===== src/hw/stream_hub_params.svh =====
`ifndef STREAM_HUB_PARAMS_SVH
`define STREAM_HUB_PARAMS_SVH

// ***************************************************************************
// Stream geometry
// ***************************************************************************

// Width of one word on the host streams
`define HUB_WORD_W 32

// Host words per application message
`define HUB_MSG_WORDS 2

// Entries in every hub FIFO
`define HUB_FIFO_DEPTH 16

// ***************************************************************************
// Control register bit positions
// ***************************************************************************

// Clear-errors pulse, never stored
`define HUB_CTRL_CLEAR 0

// Loopback enable, also reported at the same status bit
`define HUB_CTRL_LOOP 1

`endif

===== src/hw/stream_hub_pkg.sv =====
`include "stream_hub_params.svh"

package stream_hub_pkg;

  // One word on any host stream
  typedef logic [`HUB_WORD_W-1:0] host_word_t;

  // Application message with lane 0 in the low bits
  typedef logic [`HUB_MSG_WORDS*`HUB_WORD_W-1:0] fpga_msg_t;

  // Control register image as written and as read back
  typedef logic [31:0] ctrl_word_t;

endpackage


===== src/hw/stream_hub_top.sv =====
module stream_hub_top (
  input  logic                       bus_clk,
  input  logic                       rst_n,
  // Host write stream
  input  logic                       wr_wren,
  input  stream_hub_pkg::host_word_t wr_data,
  input  logic                       wr_open,
  output logic                       wr_full,
  // Application receive side
  output logic                       pc_msg_pending,
  output stream_hub_pkg::host_word_t pc_msg,
  input  logic                       pc_msg_ack,
  // Loopback stream
  input  logic                       loop_rden,
  output logic                       loop_empty,
  output stream_hub_pkg::host_word_t loop_data,
  output logic                       loop_eof,
  // Application send side
  input  logic                       fpga_msg_valid,
  input  stream_hub_pkg::fpga_msg_t  fpga_msg,
  output logic                       fpga_msg_full,
  // Host read stream
  input  logic                       rd_open,
  input  logic                       rd_rden,
  output logic                       rd_empty,
  output stream_hub_pkg::host_word_t rd_data,
  output logic                       rd_eof,
  // Control
  input  logic                       ctrl_wr,
  input  stream_hub_pkg::ctrl_word_t ctrl_data,
  output stream_hub_pkg::ctrl_word_t status,
  output logic [3:0]                 led
);

  import stream_hub_pkg::*;

  logic       wfifo_push;
  logic       wfifo_empty;
  logic       wfifo_full;
  logic       lfifo_push;
  logic       lfifo_full;
  logic       ack_valid;
  logic       loop_enable;
  logic       clear_errors;
  logic       wr_overflow;
  logic       rfifo_push;
  logic       rfifo_pop;
  logic       rfifo_empty;
  logic       rd_overflow_event;
  fpga_msg_t  rfifo_head;

  // ***************************************************************************
  // Host to application, with loopback echo
  // ***************************************************************************

  // Ack only counts while a word is shown
  assign ack_valid      = pc_msg_ack && pc_msg_pending;
  assign pc_msg_pending = !wfifo_empty;

  host_write_port u_host_write_port (
    .bus_clk      (bus_clk),
    .rst_n        (rst_n),
    .wr_wren      (wr_wren),
    .wfifo_full   (wfifo_full),
    .lfifo_full   (lfifo_full),
    .loop_enable  (loop_enable),
    .pc_msg_ack   (ack_valid),
    .clear_errors (clear_errors),
    .wr_full      (wr_full),
    .wfifo_push   (wfifo_push),
    .lfifo_push   (lfifo_push),
    .wr_overflow  (wr_overflow)
  );

  msg_fifo #(.payload_t(host_word_t)) wr_fifo (
    .bus_clk   (bus_clk),
    .rst_n     (rst_n),
    .push      (wfifo_push),
    .push_data (wr_data),
    .pop       (ack_valid),
    .head      (pc_msg),
    .empty     (wfifo_empty),
    .full      (wfifo_full)
  );

  msg_fifo #(.payload_t(host_word_t)) loop_fifo (
    .bus_clk   (bus_clk),
    .rst_n     (rst_n),
    .push      (lfifo_push),
    .push_data (pc_msg),
    .pop       (loop_rden),
    .head      (loop_data),
    .empty     (loop_empty),
    .full      (lfifo_full)
  );

  // Loopback closes once the writer is gone and everything is drained
  assign loop_eof = !wr_open && loop_empty;

  // ***************************************************************************
  // Application to host read stream
  // ***************************************************************************

  // Closed read stream swallows messages without complaint
  assign rfifo_push        = fpga_msg_valid && rd_open && !fpga_msg_full;
  assign rd_overflow_event = fpga_msg_valid && rd_open && fpga_msg_full;

  msg_fifo #(.payload_t(fpga_msg_t)) rd_fifo (
    .bus_clk   (bus_clk),
    .rst_n     (rst_n),
    .push      (rfifo_push),
    .push_data (fpga_msg),
    .pop       (rfifo_pop),
    .head      (rfifo_head),
    .empty     (rfifo_empty),
    .full      (fpga_msg_full)
  );

  read_serializer u_read_serializer (
    .bus_clk   (bus_clk),
    .rst_n     (rst_n),
    .msg_empty (rfifo_empty),
    .msg_head  (rfifo_head),
    .rd_rden   (rd_rden),
    .msg_pop   (rfifo_pop),
    .rd_empty  (rd_empty),
    .rd_data   (rd_data)
  );

  // All-ones pending word marks end of the read file
  always_ff @(posedge bus_clk or negedge rst_n) begin
    if (!rst_n) begin
      rd_eof <= 1'b0;
    end else begin
      rd_eof <= pc_msg_pending && (&pc_msg);
    end
  end

  hub_ctrl_regs u_hub_ctrl_regs (
    .bus_clk           (bus_clk),
    .rst_n             (rst_n),
    .ctrl_wr           (ctrl_wr),
    .ctrl_data         (ctrl_data),
    .wr_overflow       (wr_overflow),
    .rd_overflow_event (rd_overflow_event),
    .rd_eof            (rd_eof),
    .loop_enable       (loop_enable),
    .clear_errors      (clear_errors),
    .status            (status),
    .led               (led)
  );

endmodule


===== src/hw/hub_ctrl_regs.sv =====
`include "stream_hub_params.svh"

module hub_ctrl_regs (
  input  logic                     bus_clk,
  input  logic                     rst_n,
  input  logic                     ctrl_wr,
  input  stream_hub_pkg::ctrl_word_t ctrl_data,
  input  logic                     wr_overflow,
  input  logic                     rd_overflow_event,
  input  logic                     rd_eof,
  output logic                     loop_enable,
  output logic                     clear_errors,
  output stream_hub_pkg::ctrl_word_t status,
  output logic [3:0]               led
);

  // Status bits for the overflow flags
  localparam int STAT_WR_OVF = 2;
  localparam int STAT_RD_OVF = 3;

  logic rd_overflow;

  // One-cycle pulse, acts on the flags at the next edge
  assign clear_errors = ctrl_wr && ctrl_data[`HUB_CTRL_CLEAR];

  // ***************************************************************************
  // Stored control bits and the read overflow flag
  // ***************************************************************************

  always_ff @(posedge bus_clk or negedge rst_n) begin
    if (!rst_n) begin
      loop_enable <= 1'b1;
    end else if (ctrl_wr) begin
      loop_enable <= ctrl_data[`HUB_CTRL_LOOP];
    end
  end

  // New event beats a clear in the same cycle
  always_ff @(posedge bus_clk or negedge rst_n) begin
    if (!rst_n) begin
      rd_overflow <= 1'b0;
    end else if (rd_overflow_event) begin
      rd_overflow <= 1'b1;
    end else if (clear_errors) begin
      rd_overflow <= 1'b0;
    end
  end

  // ***************************************************************************
  // Readback and LEDs
  // ***************************************************************************

  always_comb begin
    status                 = '0;
    status[`HUB_CTRL_LOOP] = loop_enable;
    status[STAT_WR_OVF]    = wr_overflow;
    status[STAT_RD_OVF]    = rd_overflow;
  end

  // Board LEDs, msb first
  assign led = {rd_eof, wr_overflow, rd_overflow, loop_enable};

endmodule


===== src/hw/read_serializer.sv =====
`include "stream_hub_params.svh"

module read_serializer (
  input  logic                     bus_clk,
  input  logic                     rst_n,
  input  logic                     msg_empty,
  input  stream_hub_pkg::fpga_msg_t  msg_head,
  input  logic                     rd_rden,
  output logic                     msg_pop,
  output logic                     rd_empty,
  output stream_hub_pkg::host_word_t rd_data
);

  import stream_hub_pkg::*;

  localparam int LANES  = `HUB_MSG_WORDS;
  localparam int LANE_W = (LANES > 1) ? $clog2(LANES) : 1;

  fpga_msg_t         msg_q;
  logic              held;
  logic [LANE_W-1:0] lane;
  logic              last_lane;
  logic              take;
  logic              take_last;

  assign last_lane = (lane == LANE_W'(LANES - 1));
  assign take      = held && rd_rden;
  assign take_last = take && last_lane;

  // Load when idle, or straight after the last lane goes out
  assign msg_pop = (!held || take_last) && !msg_empty;

  assign rd_empty = !held;

  // Lane 0 is the low word
  assign rd_data = msg_q[lane*`HUB_WORD_W +: `HUB_WORD_W];

  // ***************************************************************************
  // Holding register and lane index
  // ***************************************************************************

  always_ff @(posedge bus_clk) begin
    if (msg_pop) begin
      msg_q <= msg_head;
    end
  end

  always_ff @(posedge bus_clk or negedge rst_n) begin
    if (!rst_n) begin
      held <= 1'b0;
      lane <= '0;
    end else if (msg_pop) begin
      held <= 1'b1;
      lane <= '0;
    end else if (take_last) begin
      // Nothing waiting, go idle
      held <= 1'b0;
      lane <= '0;
    end else if (take) begin
      lane <= lane + 1'b1;
    end
  end

endmodule


===== src/hw/host_write_port.sv =====
module host_write_port (
  input  logic bus_clk,
  input  logic rst_n,
  input  logic wr_wren,
  input  logic wfifo_full,
  input  logic lfifo_full,
  input  logic loop_enable,
  input  logic pc_msg_ack,
  input  logic clear_errors,
  output logic wr_full,
  output logic wfifo_push,
  output logic lfifo_push,
  output logic wr_overflow
);

  logic drop;

  // ***************************************************************************
  // Host write acceptance
  // ***************************************************************************

  // Loopback FIFO only throttles the host while loopback is on
  assign wr_full = wfifo_full || (loop_enable && lfifo_full);

  assign wfifo_push = wr_wren && !wr_full;

  // Word presented against a full flag is lost
  assign drop = wr_wren && wr_full;

  // Echo each popped word back to the host
  assign lfifo_push = pc_msg_ack && loop_enable;

  // ***************************************************************************
  // Sticky overflow flag
  // ***************************************************************************

  // A drop in the clearing cycle still wins
  always_ff @(posedge bus_clk or negedge rst_n) begin
    if (!rst_n) begin
      wr_overflow <= 1'b0;
    end else if (drop) begin
      wr_overflow <= 1'b1;
    end else if (clear_errors) begin
      wr_overflow <= 1'b0;
    end
  end

endmodule


===== src/hw/msg_fifo.sv =====
`include "stream_hub_params.svh"

module msg_fifo #(
  parameter type payload_t = stream_hub_pkg::host_word_t
) (
  input  logic     bus_clk,
  input  logic     rst_n,
  input  logic     push,
  input  payload_t push_data,
  input  logic     pop,
  output payload_t head,
  output logic     empty,
  output logic     full
);

  localparam int DEPTH = `HUB_FIFO_DEPTH;
  localparam int PTR_W = $clog2(DEPTH);
  localparam int CNT_W = $clog2(DEPTH + 1);

  payload_t         mem [DEPTH];
  logic [PTR_W-1:0] wr_ptr;
  logic [PTR_W-1:0] rd_ptr;
  logic [CNT_W-1:0] count;
  logic             do_push;
  logic             do_pop;

  // Strobes are ignored when they cannot be honoured
  assign do_push = push && !full;
  assign do_pop  = pop && !empty;

  assign empty = (count == '0);
  assign full  = (count == CNT_W'(DEPTH));

  // First word fall through
  assign head = mem[rd_ptr];

  always_ff @(posedge bus_clk) begin
    if (do_push) begin
      mem[wr_ptr] <= push_data;
    end
  end

  always_ff @(posedge bus_clk or negedge rst_n) begin
    if (!rst_n) begin
      wr_ptr <= '0;
      rd_ptr <= '0;
      count  <= '0;
    end else begin
      if (do_push) begin
        wr_ptr <= (wr_ptr == PTR_W'(DEPTH - 1)) ? '0 : wr_ptr + 1'b1;
      end
      if (do_pop) begin
        rd_ptr <= (rd_ptr == PTR_W'(DEPTH - 1)) ? '0 : rd_ptr + 1'b1;
      end
      // Simultaneous push and pop leaves occupancy as is
      case ({do_push, do_pop})
        2'b10:   count <= count + 1'b1;
        2'b01:   count <= count - 1'b1;
        default: count <= count;
      endcase
    end
  end

endmodule


===== config.mk =====
export PLATFORM = sky130hd
export DESIGN_NAME = stream_hub_top
export DESIGN_NICKNAME = d
export VERILOG_FILES = /design/src/hw/stream_hub_pkg.sv /design/src/hw/stream_hub_top.sv /design/src/hw/hub_ctrl_regs.sv /design/src/hw/read_serializer.sv /design/src/hw/host_write_port.sv /design/src/hw/msg_fifo.sv
export VERILOG_INCLUDE_DIRS = /design/src /design/src/hw
export SDC_FILE = /design/constraint.sdc
export NUM_CORES = 2
export LEC_CHECK = 0
export ABC_AREA = 1
export BUFFER_PORTS_ARGS = -buffer_cell sky130_fd_sc_hd__buf_2
export CORE_ASPECT_RATIO = 0.6
export CORE_MARGIN = 2
export CORE_UTILIZATION = 45
export CTS_CLUSTER_SIZE = 28
export DETAILED_ROUTE_END_ITERATION = 12
export SYNTH_ARGS = -nofsm -noshare
export SYNTH_HDL_FRONTEND = slang
export SYNTH_SLANG_ARGS = --single-unit

===== constraint.sdc =====
create_clock -name bus_clk -period 4.2 [get_ports bus_clk]
set_input_delay 0.84 -clock bus_clk [delete_from_list [all_inputs] [get_ports bus_clk]]
set_output_delay 0.84 -clock bus_clk [all_outputs]
set_load 0.03 [all_outputs]

==> metrics.txt <==
worst hold path type input pin to async pin; fin worst setup slack 0.133 ns; first-pass GRT wire length 339 mm; final period utilization between 90% and 100%; Core ar. about 0.19 mm²; Hold Buf Count CTS 0; GRT Overall Usage a little under a quarter; Clock Pin Slew Worst Setup and Hold Paths 0.07 ns; Finished Layout Cells between 9,000 and 10,000; synthesized area per cell roughly 13 µm²; sequential area share after synthesis around 76%; max_cap viols 0; hold_ws about 0.055 ns; Yosys Warn Count 0; IO Pins approximately 280; Yosys reg bits roughly 2,200; Post-synth EDFFs around 2,100; r2r setup slk between 0.8 and 0.9 ns; Remaining DRCs 0; DP HPWL approximately 130 mm; synth-to-layout area growth 13.0%; Async S/R FF share, synth 2.09%; net count reported at finish ~6,700; WP data arrival 3.23 ns; fmax approximately 250 MHz; ys flop type edfxtp_1; CP endpoint kind primary output; Final Instance Area approximately 0.096 mm²; vias in the first global route between 40,000 and 50,000; Clk Latency, worst-skew pair ~0.87 ns; DP Cell Count 8,853; global placer's final weighted congestion 0.788; distinct cell type count after synthesis 43; clock skew approximately 0.07 ns; fin crit period approximately 4.1 ns; CTS Buffer Depth 4; CP startpoint kind register; fillers 15,700; DIE HEIGHT approximately 340 µm; cell area power density around 750 mW/mm²; # port buffers 217; Syn Inst Count approximately 6,400; status completed; instance area at placement between 0.08 and 0.09 mm²; Root Driver clkbuf_16; worst slack, placed between 0.7 and 0.8 ns; Slew HR 21.9%; # setup viols final 0; CTS tree built; Total Power between 70 and 80 mW; final hold violation count 0; Chip Width between 500 and 600 µm; Util after Layout about half; RSZ-0062 raised after global routing false; routed len/inst between 20 and 30 µm; setup TNS 0 ns; area of the multi-input gates ~0.018 mm²; Setup CP Type register to primary output; largest net degree at the start of global routing 178; Leakage between 30 and 40 nW; Least-Margin Pin Slew 1.17 ns; FF+latch area approximately 0.065 mm²; CP required roughly 3.4 ns; Num CTS Buffers around 200; layout cells sized above 1 approximately an eighth; VDD IR-drop max around 1.1 mV; First DRT Iteration DRCs a little under 7,000; Final Max Slew Viols 0; post-synthesis instance area ~0.085 mm²; routed wire length 236 mm; clock sink total between 2,000 and 2,500; DR pass1 iterations 6; H-tree depth 4; Initial Util 45.4%; antenna violations before repair 43; maximum fanout along the worst path 11; vias per inst approximately 5.8; Rows roughly 120; DRT antenna net count 0; Die Area slightly below 0.2 mm²; Overflow after GRT 0; via count around 53,000
-- layout make-up --
class / instances / share of cell area, %
multi-input cells: 3605 / 18.8
diodes: 11 / 0.0286
inverters: 188 / 0.774
clock buffers: 254 / 5.56
repair buffers: 415 / 3.61
clock inverters: 105 / 0.761
flip-flops and latches: 2157 / 67.2
well taps: 2500 / 3.25
-- path summary, 6_finish.rpt --
kind | start | cells past startpoint | end
setup / recovery | wr_fifo.rd_ptr[2] | 8 | pc_msg[17]
hold / removal | rst_n | 1 | u_host_write_port.wr_overflow
setup reg to reg | wr_fifo.count[1] | 14 | loop_fifo.count[4]
hold reg to reg | rd_fifo.count[4] | 1 | rd_fifo.count[4]
max in group asynchronous | rst_n | 2 | rd_fifo.wr_ptr[0]
min in group bus_clk | ctrl_wr | 2 | u_hub_ctrl_regs.loop_enable
-- state kept, by name (all words and copies together), names as in the netlist, 4 cells and up --
signal,cells
rd_fifo.mem,1024
loop_fifo.rd_ptr,4
rd_fifo.count,5
wr_fifo.wr_ptr,4
wr_fifo.count,5
loop_fifo.count,5
loop_fifo.wr_ptr,4
rd_fifo.wr_ptr,4
loop_fifo.mem,512
rd_fifo.rd_ptr,4
wr_fifo.rd_ptr,4
u_read_serializer.msg_q,64
wr_fifo.mem,512
-- Yosys cell counts (all sizes together) (5+ instances only) --
cell type     n  area share (%)
o22ai       107            0.79
buf         205             1.6
o32ai        75            0.77
edfxtp     2112              75
dfrtp        44             1.3
xnor2         5           0.051
clkbuf      229             1.0
nand3       282             1.7
nand2      1034             4.6
a221oi       81            0.83
ha           27            0.40
o211ai       44            0.39
inv         185            0.82
o221ai      100             1.0
nor2        828             3.7
mux2i        53            0.62
mux2         32            0.42
o21ai       653             3.8
xor2         13            0.13
a21oi       177             1.0
nand4        48            0.35
-- power breakdown --
group          switching, mW  internal [mW]  leakage (nW)
registers               1.13           27.4          19.6
logic                   19.0           6.75          10.3
clock network           7.90           9.43          3.00
total                   28.1           43.6          32.9
-- worst max-delay path: stages (launching register included) --
cell and delay, ns:
dfrtp_2 0.59, nand2_1 0.14, inv_1 0.45, buf_4 0.37, nand2_1 0.09, nand2_1 0.07
inv_1 0.04, nand2_1 0.34, buf_2 0.29
-- repair_timing --
| item | 4_1_cts | 5_1_grt |
|---|---|---|
| resized for setup | 7 | 7 |
| cloned | 0 | 3 |
| setup endpoints to repair | 20 | 27 |
| endpoints found under the hold margin | 0 | 0 |
| buffers inserted | 0 | 9 |
-- kinds of logic (layout without fill, tap and decap cells) --
group	count (synthesis)	count (layout)	synth area share, %
and+or+nand+nor	2200	2200	10.3
DFF	2157	2157	75.9
AOI/OAI and AO/OA	1244	1244	8.75
buffers and inverters	622	962	3.41
muxes	85	85	1.05
adders and majority gates	29	29	0.444
xor gates and xnor gates	18	18	0.185
other	1	40	0.00441
-- per-layer routing --
| metal | up-vias | global-route usage, % | part of all wire, % |
|---|---|---|---|
| met3 | 338 | 3.99 | 9.0 |
| li1 | 23700 | - | - |
| met4 | 18 | 4.92 | 1.8 |
| met5 | - | 0 | 0.053 |
| met2 | 2406 | 35.6 | 44 |
| met1 | 26700 | 36.9 | 45 |
-- cell usage in the layout (no fill, tap or decap), types with 27 or more instances in the layout --
cell type / instances
a21oi_1: 177
a221oi_1: 81
buf_12: 60
buf_2: 217
buf_4: 126
clkbuf_1: 45
clkbuf_16: 207
clkinv_1: 48
clkinv_2: 40
conb_1: 29
dfrtp_1: 33
edfxtp_1: 2112
ha_1: 27
inv_1: 174
mux2_2: 32
mux2i_1: 53
nand2_1: 1033
nand3_1: 282
nand4_1: 48
nor2_1: 776
nor2_4: 51
o211ai_1: 44
o21ai_0: 639
o221ai_1: 100
o22ai_1: 107
o32ai_1: 75
(Power assumes the default switching activity.)
